==> src/conv_consts.svh <==
`ifndef CONV_CONSTS_SVH
`define CONV_CONSTS_SVH

// Window geometry
`define CONV_KERNEL_SIZE     3
`define CONV_IN_WIDTH        8
`define CONV_OUT_WIDTH       (`CONV_IN_WIDTH - `CONV_KERNEL_SIZE + 1)
`define CONV_IN_CHANNELS     2
`define CONV_OUT_CHANNELS    2

// Fixed-point format, values and weights unsigned
`define CONV_VALUE_BITS      8
`define CONV_WEIGHT_BITS     8
`define CONV_WEIGHT_Q_SHIFT  4
`define CONV_ACC_BITS        16

// Sizes of the flat vectors, channel varies fastest everywhere
`define CONV_PIXEL_BITS      (`CONV_IN_CHANNELS * `CONV_VALUE_BITS)
`define CONV_TAPS            (`CONV_KERNEL_SIZE * `CONV_KERNEL_SIZE * `CONV_IN_CHANNELS)
`define CONV_IN_ROW_BITS     (`CONV_IN_WIDTH * `CONV_PIXEL_BITS)
`define CONV_OUT_ROW_BITS    (`CONV_OUT_WIDTH * `CONV_OUT_CHANNELS * `CONV_VALUE_BITS)
`define CONV_WINDOW_BITS     (`CONV_TAPS * `CONV_VALUE_BITS)
`define CONV_BANK_BITS       (`CONV_TAPS * `CONV_WEIGHT_BITS)

`endif
==> src/conv_ctrl_pkg.sv <==
`default_nettype none

`include "conv_consts.svh"

package conv_ctrl_pkg;

    // Sequencer states
    typedef enum logic [1:0] {
        S_TAKE_ROW,
        S_COMPUTE,
        S_ROTATE,
        S_DRAIN
    } seq_state_t;

    // Column position inside a row
    typedef logic [$clog2(`CONV_IN_WIDTH)-1:0] col_idx_t;

    // Output channel of the current step
    typedef logic [$clog2(`CONV_OUT_CHANNELS)-1:0] och_idx_t;

endpackage

`default_nettype wire

==> src/conv_types_pkg.sv <==
`default_nettype none

`include "conv_consts.svh"

package conv_types_pkg;

    // Scalars
    typedef logic [`CONV_VALUE_BITS-1:0] pixel_t;
    typedef logic [`CONV_WEIGHT_BITS-1:0] weight_t;

    // Running sum, wide enough for one shifted product
    typedef logic [`CONV_ACC_BITS-1:0] acc_t;

    // One input row, pixel (col, ch) at slot col*IN_CHANNELS + ch
    typedef logic [`CONV_IN_ROW_BITS-1:0] in_row_t;

    // One output row, result (col, och) at slot col*OUT_CHANNELS + och
    typedef logic [`CONV_OUT_ROW_BITS-1:0] out_row_t;

    // Window taps, slot (row*KERNEL_SIZE + col)*IN_CHANNELS + ch
    // Row 0 is the oldest row
    typedef logic [`CONV_WINDOW_BITS-1:0] window_t;

    // Weights for one output channel, same slot order as window_t
    typedef logic [`CONV_BANK_BITS-1:0] kernel_bank_t;

    // All banks, bank for output channel o at o*BANK_BITS
    typedef logic [`CONV_OUT_CHANNELS*`CONV_BANK_BITS-1:0] weight_set_t;

endpackage

`default_nettype wire

==> src/conv_step_if.sv <==
`timescale 1ns/1ps
`default_nettype none

interface conv_step_if;

    // Issue stage, one step per cycle from the sequencer
    logic                    issue_valid;
    conv_ctrl_pkg::col_idx_t issue_col;
    conv_ctrl_pkg::och_idx_t issue_och;
    logic                    issue_final;
    logic                    issue_last;

    // Result stage, issue fields one cycle later plus the sum
    logic                    res_valid;
    conv_types_pkg::pixel_t  res_value;
    conv_ctrl_pkg::col_idx_t res_col;
    conv_ctrl_pkg::och_idx_t res_och;
    logic                    res_final;
    logic                    res_last;

    modport seq (
        output issue_valid, issue_col, issue_och, issue_final, issue_last
    );

    modport mac (
        input  issue_valid, issue_col, issue_och, issue_final, issue_last,
        output res_valid, res_value, res_col, res_och, res_final, res_last
    );

    // Assembler also watches the issue valid to know when steps are in flight
    modport asm (
        input issue_valid,
        input res_valid, res_value, res_col, res_och, res_final, res_last
    );

endinterface

`default_nettype wire

==> src/conv_row_top.sv <==
`timescale 1ns/1ps
`default_nettype none

module conv_row_top (
    input  wire                              clock_i,
    input  wire                              reset_i,
    input  wire conv_types_pkg::in_row_t     in_row_i,
    input  wire                              in_row_valid_i,
    input  wire                              in_row_last_i,
    output logic                             in_row_accept_o,
    input  wire conv_types_pkg::weight_set_t weights_i,
    output conv_types_pkg::out_row_t         out_row_o,
    output logic                             out_row_valid_o,
    output logic                             out_row_last_o,
    input  wire                              out_row_accept_i
);

    conv_types_pkg::window_t window;
    logic                    shift_vert;
    logic                    shift_horiz;
    logic                    row_free;

    conv_step_if step_bus ();

    // Decode
    row_window_buffer u_buffer (
        .clock_i       (clock_i),
        .reset_i       (reset_i),
        .row_i         (in_row_i),
        .shift_vert_i  (shift_vert),
        .shift_horiz_i (shift_horiz),
        .window_o      (window)
    );

    conv_sequencer u_sequencer (
        .clock_i         (clock_i),
        .reset_i         (reset_i),
        .in_row_valid_i  (in_row_valid_i),
        .in_row_last_i   (in_row_last_i),
        .in_row_accept_o (in_row_accept_o),
        .row_free_i      (row_free),
        .shift_vert_o    (shift_vert),
        .shift_horiz_o   (shift_horiz),
        .step            (step_bus.seq)
    );

    // Execute
    kernel_mac u_mac (
        .clock_i   (clock_i),
        .reset_i   (reset_i),
        .window_i  (window),
        .weights_i (weights_i),
        .step      (step_bus.mac)
    );

    // Result
    output_row_assembler u_assembler (
        .clock_i          (clock_i),
        .reset_i          (reset_i),
        .step             (step_bus.asm),
        .row_free_o       (row_free),
        .out_row_o        (out_row_o),
        .out_row_valid_o  (out_row_valid_o),
        .out_row_last_o   (out_row_last_o),
        .out_row_accept_i (out_row_accept_i)
    );

endmodule

`default_nettype wire

==> src/output_row_assembler.sv <==
`timescale 1ns/1ps
`default_nettype none

`include "conv_consts.svh"

module output_row_assembler (
    input  wire                      clock_i,
    input  wire                      reset_i,
    conv_step_if.asm                 step,
    output logic                     row_free_o,
    output conv_types_pkg::out_row_t out_row_o,
    output logic                     out_row_valid_o,
    output logic                     out_row_last_o,
    input  wire                      out_row_accept_i
);

    localparam int VB = `CONV_VALUE_BITS;

    conv_types_pkg::out_row_t out_row_q;
    logic                     out_valid_q;
    logic                     out_last_q;

    // Each result lands in its (column, channel) slot
    always_ff @(posedge clock_i) begin
        if (step.res_valid) begin
            out_row_q[(step.res_col*`CONV_OUT_CHANNELS + step.res_och)*VB +: VB] <=
                step.res_value;
        end
    end

    always_ff @(posedge clock_i) begin
        if (reset_i) begin
            out_valid_q <= 1'b0;
            out_last_q  <= 1'b0;
        end else if (step.res_valid && step.res_final) begin
            out_valid_q <= 1'b1;
            out_last_q  <= step.res_last;
        end else if (out_valid_q && out_row_accept_i) begin
            out_valid_q <= 1'b0;
            out_last_q  <= 1'b0;
        end
    end

    assign out_row_o       = out_row_q;
    assign out_row_valid_o = out_valid_q;
    assign out_row_last_o  = out_last_q;

    // Free once the row is read and the pipeline is empty
    assign row_free_o = !out_valid_q && !step.issue_valid && !step.res_valid;

    // Row and valid hold until the consumer takes them
    out_row_held: assert property (
        @(posedge clock_i) disable iff (reset_i)
        out_row_valid_o && !out_row_accept_i |=> out_row_valid_o && $stable(out_row_o)
    );

endmodule

`default_nettype wire

==> src/kernel_mac.sv <==
`timescale 1ns/1ps
`default_nettype none

`include "conv_consts.svh"

module kernel_mac (
    input  wire                           clock_i,
    input  wire                           reset_i,
    input  wire conv_types_pkg::window_t     window_i,
    input  wire conv_types_pkg::weight_set_t weights_i,
    conv_step_if.mac                      step
);

    localparam int VB = `CONV_VALUE_BITS;
    localparam int WB = `CONV_WEIGHT_BITS;
    localparam int BB = `CONV_BANK_BITS;

    conv_types_pkg::kernel_bank_t bank;
    conv_types_pkg::acc_t         prod;
    conv_types_pkg::acc_t         sum;

    // Dot product of the window with the selected bank
    always_comb begin
        bank = weights_i[step.issue_och*BB +: BB];
        sum  = '0;
        for (int i = 0; i < `CONV_TAPS; i++) begin
            prod = conv_types_pkg::acc_t'(conv_types_pkg::pixel_t'(window_i[i*VB +: VB]))
                 * conv_types_pkg::acc_t'(conv_types_pkg::weight_t'(bank[i*WB +: WB]));
            sum  = sum + (prod >> `CONV_WEIGHT_Q_SHIFT);
        end
    end

    always_ff @(posedge clock_i) begin
        if (reset_i) begin
            step.res_valid <= 1'b0;
        end else begin
            step.res_valid <= step.issue_valid;
        end
    end

    // Result payload keeps only the low bits of the sum
    always_ff @(posedge clock_i) begin
        if (step.issue_valid) begin
            step.res_value <= sum[VB-1:0];
            step.res_col   <= step.issue_col;
            step.res_och   <= step.issue_och;
            step.res_final <= step.issue_final;
            step.res_last  <= step.issue_last;
        end
    end

    // Steps of one row reach the MAC back to back
    steps_back_to_back: assert property (
        @(posedge clock_i) disable iff (reset_i)
        step.res_valid && !step.res_final |-> step.issue_valid
    );

endmodule

`default_nettype wire

==> src/conv_sequencer.sv <==
`timescale 1ns/1ps
`default_nettype none

`include "conv_consts.svh"

module conv_sequencer (
    input  wire       clock_i,
    input  wire       reset_i,
    input  wire       in_row_valid_i,
    input  wire       in_row_last_i,
    output logic      in_row_accept_o,
    input  wire       row_free_i,
    output logic      shift_vert_o,
    output logic      shift_horiz_o,
    conv_step_if.seq  step
);

    localparam int CNT_BITS = $clog2(`CONV_KERNEL_SIZE + 1);

    localparam logic [CNT_BITS-1:0] ROWS_FULL  = CNT_BITS'(`CONV_KERNEL_SIZE);
    localparam logic [CNT_BITS-1:0] ROWS_READY = CNT_BITS'(`CONV_KERNEL_SIZE - 1);

    localparam conv_ctrl_pkg::col_idx_t LAST_COL =
        conv_ctrl_pkg::col_idx_t'(`CONV_OUT_WIDTH - 1);
    localparam conv_ctrl_pkg::col_idx_t LAST_ROT =
        conv_ctrl_pkg::col_idx_t'(`CONV_KERNEL_SIZE - 2);
    localparam conv_ctrl_pkg::och_idx_t LAST_OCH =
        conv_ctrl_pkg::och_idx_t'(`CONV_OUT_CHANNELS - 1);

    conv_ctrl_pkg::seq_state_t state_q;
    logic [CNT_BITS-1:0]       rows_held_q;
    logic                      last_q;
    conv_ctrl_pkg::col_idx_t   col_q;
    conv_ctrl_pkg::och_idx_t   och_q;
    logic                      col_done;

    assign in_row_accept_o = (state_q == conv_ctrl_pkg::S_TAKE_ROW)
                             && in_row_valid_i && row_free_i;
    assign shift_vert_o    = in_row_accept_o;

    // Window moves on after the last channel of each column
    assign col_done      = (state_q == conv_ctrl_pkg::S_COMPUTE) && (och_q == LAST_OCH);
    assign shift_horiz_o = col_done || (state_q == conv_ctrl_pkg::S_ROTATE);

    assign step.issue_valid = (state_q == conv_ctrl_pkg::S_COMPUTE);
    assign step.issue_col   = col_q;
    assign step.issue_och   = och_q;
    assign step.issue_final = col_done && (col_q == LAST_COL);
    assign step.issue_last  = last_q;

    always_ff @(posedge clock_i) begin
        if (reset_i) begin
            state_q     <= conv_ctrl_pkg::S_TAKE_ROW;
            rows_held_q <= '0;
            last_q      <= 1'b0;
            col_q       <= '0;
            och_q       <= '0;
        end else begin
            case (state_q)
                conv_ctrl_pkg::S_TAKE_ROW: begin
                    if (in_row_accept_o) begin
                        last_q <= in_row_last_i;
                        col_q  <= '0;
                        och_q  <= '0;
                        if (rows_held_q >= ROWS_READY) begin
                            state_q <= conv_ctrl_pkg::S_COMPUTE;
                            if (rows_held_q != ROWS_FULL) begin
                                rows_held_q <= rows_held_q + 1'b1;
                            end
                        end else if (in_row_last_i) begin
                            // Short image has nothing to compute
                            rows_held_q <= '0;
                        end else begin
                            rows_held_q <= rows_held_q + 1'b1;
                        end
                    end
                end
                conv_ctrl_pkg::S_COMPUTE: begin
                    if (col_done) begin
                        och_q <= '0;
                        if (col_q == LAST_COL) begin
                            col_q   <= '0;
                            state_q <= conv_ctrl_pkg::S_ROTATE;
                        end else begin
                            col_q <= col_q + 1'b1;
                        end
                    end else begin
                        och_q <= och_q + 1'b1;
                    end
                end
                conv_ctrl_pkg::S_ROTATE: begin
                    // col_q counts the remaining turns back to column 0
                    if (col_q == LAST_ROT) begin
                        col_q   <= '0;
                        state_q <= conv_ctrl_pkg::S_DRAIN;
                    end else begin
                        col_q <= col_q + 1'b1;
                    end
                end
                conv_ctrl_pkg::S_DRAIN: begin
                    // Wait for the output row to be read
                    if (row_free_i) begin
                        state_q <= conv_ctrl_pkg::S_TAKE_ROW;
                        if (last_q) begin
                            rows_held_q <= '0;
                        end
                    end
                end
                default: state_q <= conv_ctrl_pkg::S_TAKE_ROW;
            endcase
        end
    end

    // A row that fills the window starts the run at column 0 and channel 0
    full_window_starts_run: assert property (
        @(posedge clock_i) disable iff (reset_i)
        in_row_accept_o && (rows_held_q >= ROWS_READY) |=>
            step.issue_valid && (step.issue_col == '0) && (step.issue_och == '0)
    );

endmodule

`default_nettype wire

==> src/row_window_buffer.sv <==
`timescale 1ns/1ps
`default_nettype none

`include "conv_consts.svh"

module row_window_buffer (
    input  wire                     clock_i,
    input  wire                     reset_i,
    input  wire conv_types_pkg::in_row_t row_i,
    input  wire                     shift_vert_i,
    input  wire                     shift_horiz_i,
    output conv_types_pkg::window_t window_o
);

    localparam int K  = `CONV_KERNEL_SIZE;
    localparam int PB = `CONV_PIXEL_BITS;
    localparam int RB = `CONV_IN_ROW_BITS;

    // Index 0 holds the oldest row, K-1 the newest
    conv_types_pkg::in_row_t rows_q [K];

    always_ff @(posedge clock_i) begin
        if (shift_vert_i) begin
            for (int r = 0; r < K - 1; r++) begin
                rows_q[r] <= rows_q[r + 1];
            end
            rows_q[K - 1] <= row_i;
        end else if (shift_horiz_i) begin
            // Rotate left by one pixel, column 0 wraps to the far end
            for (int r = 0; r < K; r++) begin
                rows_q[r] <= {rows_q[r][PB-1:0], rows_q[r][RB-1:PB]};
            end
        end
    end

    // Window is the first K columns of every held row
    always_comb begin
        for (int r = 0; r < K; r++) begin
            for (int c = 0; c < K; c++) begin
                window_o[(r*K + c)*PB +: PB] = rows_q[r][c*PB +: PB];
            end
        end
    end

    // Sequencer must never load a row during a rotation
    shifts_exclusive: assert property (
        @(posedge clock_i) disable iff (reset_i)
        !(shift_vert_i && shift_horiz_i)
    );

endmodule

`default_nettype wire

==> config.mk <==
export PLATFORM = sky130hd
export DESIGN_NAME = conv_row_top
export DESIGN_NICKNAME = d
export VERILOG_FILES = /design/src/conv_ctrl_pkg.sv /design/src/conv_types_pkg.sv /design/src/conv_step_if.sv /design/src/conv_row_top.sv /design/src/output_row_assembler.sv /design/src/kernel_mac.sv /design/src/conv_sequencer.sv /design/src/row_window_buffer.sv
export VERILOG_INCLUDE_DIRS = /design/src
export SDC_FILE = /design/constraint.sdc
export NUM_CORES = 2
export LEC_CHECK = 0
export BUFFER_PORTS_ARGS = -buffer_cell sky130_fd_sc_hd__buf_2
export CAP_MARGIN = 15
export CORE_UTILIZATION = 25
export CTS_CLUSTER_SIZE = 28
export DETAILED_ROUTE_END_ITERATION = 6
export PLACE_DENSITY_LB_ADDON = 0.12
export SYNTH_ARGS = -nofsm -noshare
export SYNTH_HDL_FRONTEND = slang
export SYNTH_HIERARCHICAL = 1
export SYNTH_SLANG_ARGS = --single-unit
==> constraint.sdc <==
create_clock -name clock_i -period 32.5 [get_ports clock_i]
set_input_delay 1.625 -clock clock_i [delete_from_list [all_inputs] [get_ports clock_i]]
set_output_delay 1.625 -clock clock_i [all_outputs]
set_load 0.01 [all_outputs]
# Word level (Yosys, flattened, before mapping)
# Memories as Yosys holds them, arrays and structs flattened.
# Cells that the tools add are included.
[totals]
ff_bits = 122
ramBits = 384
in_bits = 421
out_inout_bits = 99
mem_count = 1
[mem_list]
columns = ["name", "depth", "width", "rd", "rd_clocked_by_memory_dff", "wr", "line_no", "rtl"]
rows = [
  ["u_buffer.rows_q", 3, 128, 3, 0, 3, "row_window_buffer.sv:20", "conv_types_pkg::in_row_t rows_q [K];"],
]
[op_classes]
addsub = 22
n_mul = 19
order_cmp = 1
n_eq_ne = 14
shift = 3
muxes = 34
bitwise = 3
n_reduce_logical = 22
[op_table]
columns = ["operator", "count"]
rows = [
  ["128-bit 2-to-1 mux", 3],
  ["288-bit by 10-bit indexed part select with 144-bit output", 1],
  ["8-bit by 8-bit multiplier with 12-bit output", 18],
  ["8-bit adder", 17],
  ["96-bit bitwise mux", 1],
  ["8-bit by 34-bit variable shift with 96-bit output (first input constant)", 1],
  ["8-bit by 34-bit indexed part select with 96-bit output", 1],
  ["32-bit negator with 34-bit output", 1],
  ["2-bit 2-to-1 mux", 12],
  ["3-bit 2-to-1 mux", 4],
  ["2-bit != test (second input constant)", 6],
  ["1-bit 2-to-1 mux", 10],
  ["3-bit one-hot mux with 3 select lines", 1],
  ["1-bit logical AND", 8],
  ["2-bit one-hot mux with 4 select lines", 1],
  ["6-bit AND reduction", 1],
  ["2-bit nonzero test", 3],
  ["4-bit by 1-bit adder with 5-bit output", 1],
  ["1-bit by 4-bit multiplier with 5-bit output (second input constant)", 1],
  ["5-bit AND reduction", 1],
  ["2-bit equality test (second input constant)", 2],
  ["2-bit by 1-bit != test with 1-bit output (second input constant)", 2],
  ["2-bit one-hot mux with 2 select lines", 1],
  ["2-bit AND reduction", 2],
  ["other kinds (15)", 19],
]

# Logic depth before layout (Yosys ltp)
[logic_depth]
word_depth = 20
ltp_mapped = 44

# Modules after synthesis
# The synthesis kept the hierarchy.
[by_module_without_submodules]
columns = ["mod", "instances", "cells_per_inst", "area_each_um2"]
rows = [
  ["kernel_mac", 1, 3733, 33364.5],
  ["row_window_buffer", 1, 957, 18860.6],
  ["output_row_assembler", 1, 278, 4053.9],
  ["conv_sequencer", 1, 75, 656.9],
]

# Worst setup path before layout
# Ideal clock, no wire load.
[synth_path]
kind = "register to register"
from = "register u_sequencer.och_q, in the netlist u_sequencer/step.issue_och"
to = "register u_mac.step.res_value[7], data pin"
t_arrival_ps = 10456
t_required_ps = 32231
slack_ps = 21774
path_stages_with_launch = 39
synth_period_minus_slack_ps = 10726
cell_sequence = "dfxtp_1 -> buf_6 -> buf_12 -> buf_8 -> buf_6 -> buf_6 -> buf_8 -> buf_6 -> clkbuf_1 -> mux2i_1 -> nor2b_1 -> fa_1 -> inv_1 -> fa_1 -> inv_1 -> fa_1 -> inv_1 -> fa_1 -> (+3 left out) -> a2111oi_0 -> xnor2_1 -> fa_1 -> fa_1 -> fa_1 -> fa_1 -> fa_1 -> inv_1 -> fa_1 -> inv_1 -> ha_1 -> inv_1 -> o21bai_1 -> a21oi_1 -> xnor3_1 -> xnor2_1 -> xnor2_1 -> xor3_1"
[synth_between]
elab_chain_len = 20
elab_cells_between_ends = 37
classes_between = "add/sub (17); mul (19); shift (1)"
[synth_lines]
columns = ["element", "line_no", "rtl"]
rows = [
  ["start, declared", "conv_sequencer.sv:34", "conv_ctrl_pkg::och_idx_t och_q;"],
  ["start signal, assigned", "conv_sequencer.sv:88", "och_q <= och_q + 1'b1;"],
  ["1-bit by 4-bit multiplier with 5-bit output (*)", "kernel_mac.sv:24", "bank = weights_i[step.issue_och*BB +: BB];"],
  ["288-bit by 10-bit indexed part select with 144-bit output (*)", "kernel_mac.sv:24", ""],
  ["8-bit by 8-bit multiplier with 12-bit output", "kernel_mac.sv:28", "* conv_types_pkg::acc_t'(conv_types_pkg::weight_t'(bank[i*WB +: WB]));"],
  ["8-bit adder (16 in series)", "kernel_mac.sv:29", "sum = sum + (prod >> `CONV_WEIGHT_Q_SHIFT);"],
  ["8-bit adder (*)", "kernel_mac.sv:29", ""],
  ["named net u_mac.sum[7]", "kernel_mac.sv:20", "conv_types_pkg::acc_t sum;"],
  ["end signal, assigned", "kernel_mac.sv:44", "step.res_value <= sum[VB-1:0];"],
  ["end, declared", "conv_step_if.sv:27", "output res_valid, res_value, res_col, res_och, res_final, res_last"],
]
# Mark *: on every way through the listed nets, which the timed path passes. The rest lies on a longest branch.
# A chain may end at the register's enable or synchronous reset.

# Final worst setup path
# Same ends and word-level chain as after synthesis.

==> results.json <==
{
  "status": "completed",
  "grt_pass1_vias": 37900,
  "fp.dieW_microns": 479,
  "antenna_found_initial": 26,
  "wl_met1_microns": 93600,
  "postRouteAntennaNets": 0,
  "fillCellCount": 23800,
  "ys.warnings.count": 6,
  "drc_errors": 0,
  "cts_resized": 0,
  "fin_area_sq_um": 64000,
  "portBuffers": 519,
  "wl_per_cell_microns": 22.3,
  "hold_path.class": "register to register",
  "avgSynthCellArea_sq_um": 11.3,
  "critPathBufInv": 7,
  "rsz0062_at_grt": "no",
  "yosys.area.top_type": "edfxtp_1",
  "place_inst": 8386,
  "htreeDepth": 3,
  "top_layer": "met5",
  "drv_slew": 0,
  "fin_crit_sh_pct": 34.5,
  "start_util_pct": 25.2,
  "synthTopCellsByArea": "edfxtp_1 26%, fa_1 23%, mux2_4 10%",
  "postPlaceCellArea_sq_um": 61800,
  "wl_met3_microns": 5910,
  "setup_viol": 0,
  "grt_max_degree": 189,
  "tns_ns": 0,
  "start_kind": "register",
  "crit_arrival_ns": 11.63,
  "crit_type": "register to register",
  "slowest_stage": "mux2i_1",
  "cts_tree": "built",
  "slew_headroom_pct": 20.8,
  "cts_hold_buf": 0,
  "synth.top_cell.area_share_pct": 26.1,
  "wl_microns": 189000,
  "cpPeakStageDelay_ns": 0.87,
  "postSynth.asyncResetShare_pct": 0,
  "drtIter0Drc": 1902,
  "layout.cells.non_filler": 8511,
  "wl_met2_microns": 86700,
  "finish.net_count": 6925,
  "cts_buffers": 67,
  "vias": 35900,
  "crit_path_end_kind": "register",
  "grt_use_total_pct": 16.5,
  "gp_congestion": 0.842,
  "syn_nets": 6505,
  "synthesis.instances": 5043,
  "core_area_sq_um": 226000,
  "yosysUniqueCellTypes": 75,
  "synthFlopType": "edfxtp_1",
  "grt_pass1_wl_microns": 272000,
  "dpl.hpwl_microns": 156000,
  "via_per_inst": 4.21,
  "final_util_pct": 28.4,
  "crit_top_cell": "fa_1",
  "fin_crit_ns": 11.21,
  "drive_gt1_share_pct": 21.4,
  "die_height_microns": 479,
  "fin_skew_ns": 0.0504,
  "drv_cap": 0,
  "yosys_register_bits": 506,
  "first_pass_iters": 7,
  "cts.sinks": 506,
  "rows": 174,
  "root_buffer": "clkbuf_16",
  "insertion_delay_ns": 0.67,
  "crit_family": "adder cells",
  "synth_edf_count": 494,
  "syn-cell-area_sq_um": 56900,
  "io_pins": 520,
  "fmax_mhz": 89.2,
  "clockBufferDepth": 3,
  "hold_viol": 0,
  "die_area_sq_um": 230000,
  "crit_required_ns": 32.92,
  "grt-ovfl-total": 0,
  "clkTransAtPathRegs_ns": 0.06,
  "cts_setup_buffers": 0,
  "yosysSeqAreaShare_pct": 26.5,
  "worst_pin_slew_ns": 1.16,
  "area_growth_syn_to_layout_pct": 12.4,
  "worstPathMaxFanout": 37
}
-- worst paths after layout --
kind / start / to / slack (ns) / cells past startpoint
worst max-delay path: u_sequencer/step.issue_och / u_mac/step.res_value[7] / 21.29 / 34
worst min-delay path: u_assembler/out_row_last_o / u_assembler/out_row_last_o / 0.49 / 2
worst max register to register: u_sequencer/step.issue_och / u_mac/step.res_value[7] / 21.29 / 34
worst min register to register: u_assembler/out_row_last_o / u_assembler/out_row_last_o / 0.49 / 2
-- routing by layer --
metal / GRT usage, % / vias to the layer above
met4: 3.16 / 4
met1: 23.7 / 18200
li1: - / 16800
met2: 26.8 / 724
met3: 1.62 / 123
met5: 0 / -
-- synth_stat cells, types with 35 or more instances --
library cell / number
and2_1: 381
mux2i_1: 43
nand2_1: 454
mux2_2: 111
inv_1: 931
nand2b_1: 35
nor2_1: 49
ha_1: 384
fa_1: 657
edfxtp_1: 494
a21oi_1: 94
buf_4: 146
xnor2_1: 227
nor2b_1: 245
xor2_1: 57
o21bai_1: 50
mux2_4: 378
-- worst register-to-register path, delay by kind of cell (launching register included) --
| kind | cells | cell delay, ns |
|---|---|---|
| compound gates | 4 | 0.58 |
| mux | 1 | 0.94 |
| flops | 1 | 0.59 |
| xor+xnor | 5 | 1.40 |
| buf+inv | 7 | 1.49 |
| simple gates | 6 | 1.22 |
| fa+ha+maj | 11 | 4.76 |
-- cells in the final DEF (no fill, tap or decap), types with 6 or more instances in the layout --
master     netlist  final
o21bai_1        50     50
buf_4          146     50
nor3b_1          8      8
nand2b_1        35     35
inv_1          931    931
fa_1           657    657
and2_1         381    381
clkinv_2         0      7
mux2_2         111    111
ha_1           384    384
diode_2          0      6
o41ai_1          6      6
clkinv_1         0     16
xnor2_1        227    227
nor4b_1         13     12
xnor3_1          9      9
o21ai_0         16     16
nor3_1          27     27
nand3_1         13     13
clkbuf_16        0     67
nand2_1        454    454
a21o_1          24     24
mux2_4         378    378
a21oi_1         94     94
and3_1           8      8
edfxtp_1       494    494
xor2_1          57     57
mux2i_1         43     42
dfxtp_1         12     11
nor2_1          49     49
nand3b_1        18     18
buf_2            8    519
clkbuf_1        13     13
nor2b_1        245    245
-- sequential cells by signal (all words and copies together) (netlist names) --
register	cells
u_assembler/out_row_o	96
u_mac/step.res_last	1
u_mac/step.res_col	3
u_mac/step.res_value	8
u_mac/step.res_valid	1
u_sequencer/step.issue_och	1
u_buffer/rows_q	384
u_mac/step.res_final	1
u_assembler/out_row_last_o	1
u_sequencer/step.issue_last	1
u_assembler/out_row_valid_o	1
u_sequencer/rows_held_q	2
u_sequencer/step.issue_col	3
u_sequencer/state_q	2
u_mac/step.res_och	1
-- area by class of cell --
class                   count  area, sq um  share of cell area [%]
clock inverters            39          435                   0.680
well taps                2992         3740                    5.85
clock buffers              80         1730                    2.70
multi-input cells        3386        36500                    57.0
flip-flops and latches    506        15100                    23.6
repair buffers            571         3010                    4.71
diodes                      6         15.0                  0.0235
inverters                 931         3490                    5.46
-- kinds of logic after synthesis --
logic type / after synthesis / share of synthesized area, %
simple gates: 1293 / 12.2
mux: 532 / 12.9
buf+inv: 1151 / 9.45
compound gates: 223 / 2.58
fa+ha+maj: 1041 / 31.5
flops: 506 / 26.5
xor+xnor: 297 / 4.85
-- metrics by stage --
stage	setup slack [ns]	hold slack, ns
floorplan	21.77	0.424
finish	21.29	0.488
CTS	21.22	0.488
global route	20.62	0.520
global placement	20.92	0.462
detailed placement	20.95	0.480
Power is not shown: default switching activity piles up to over one toggle a cycle in this logic, so the estimate is an artifact.
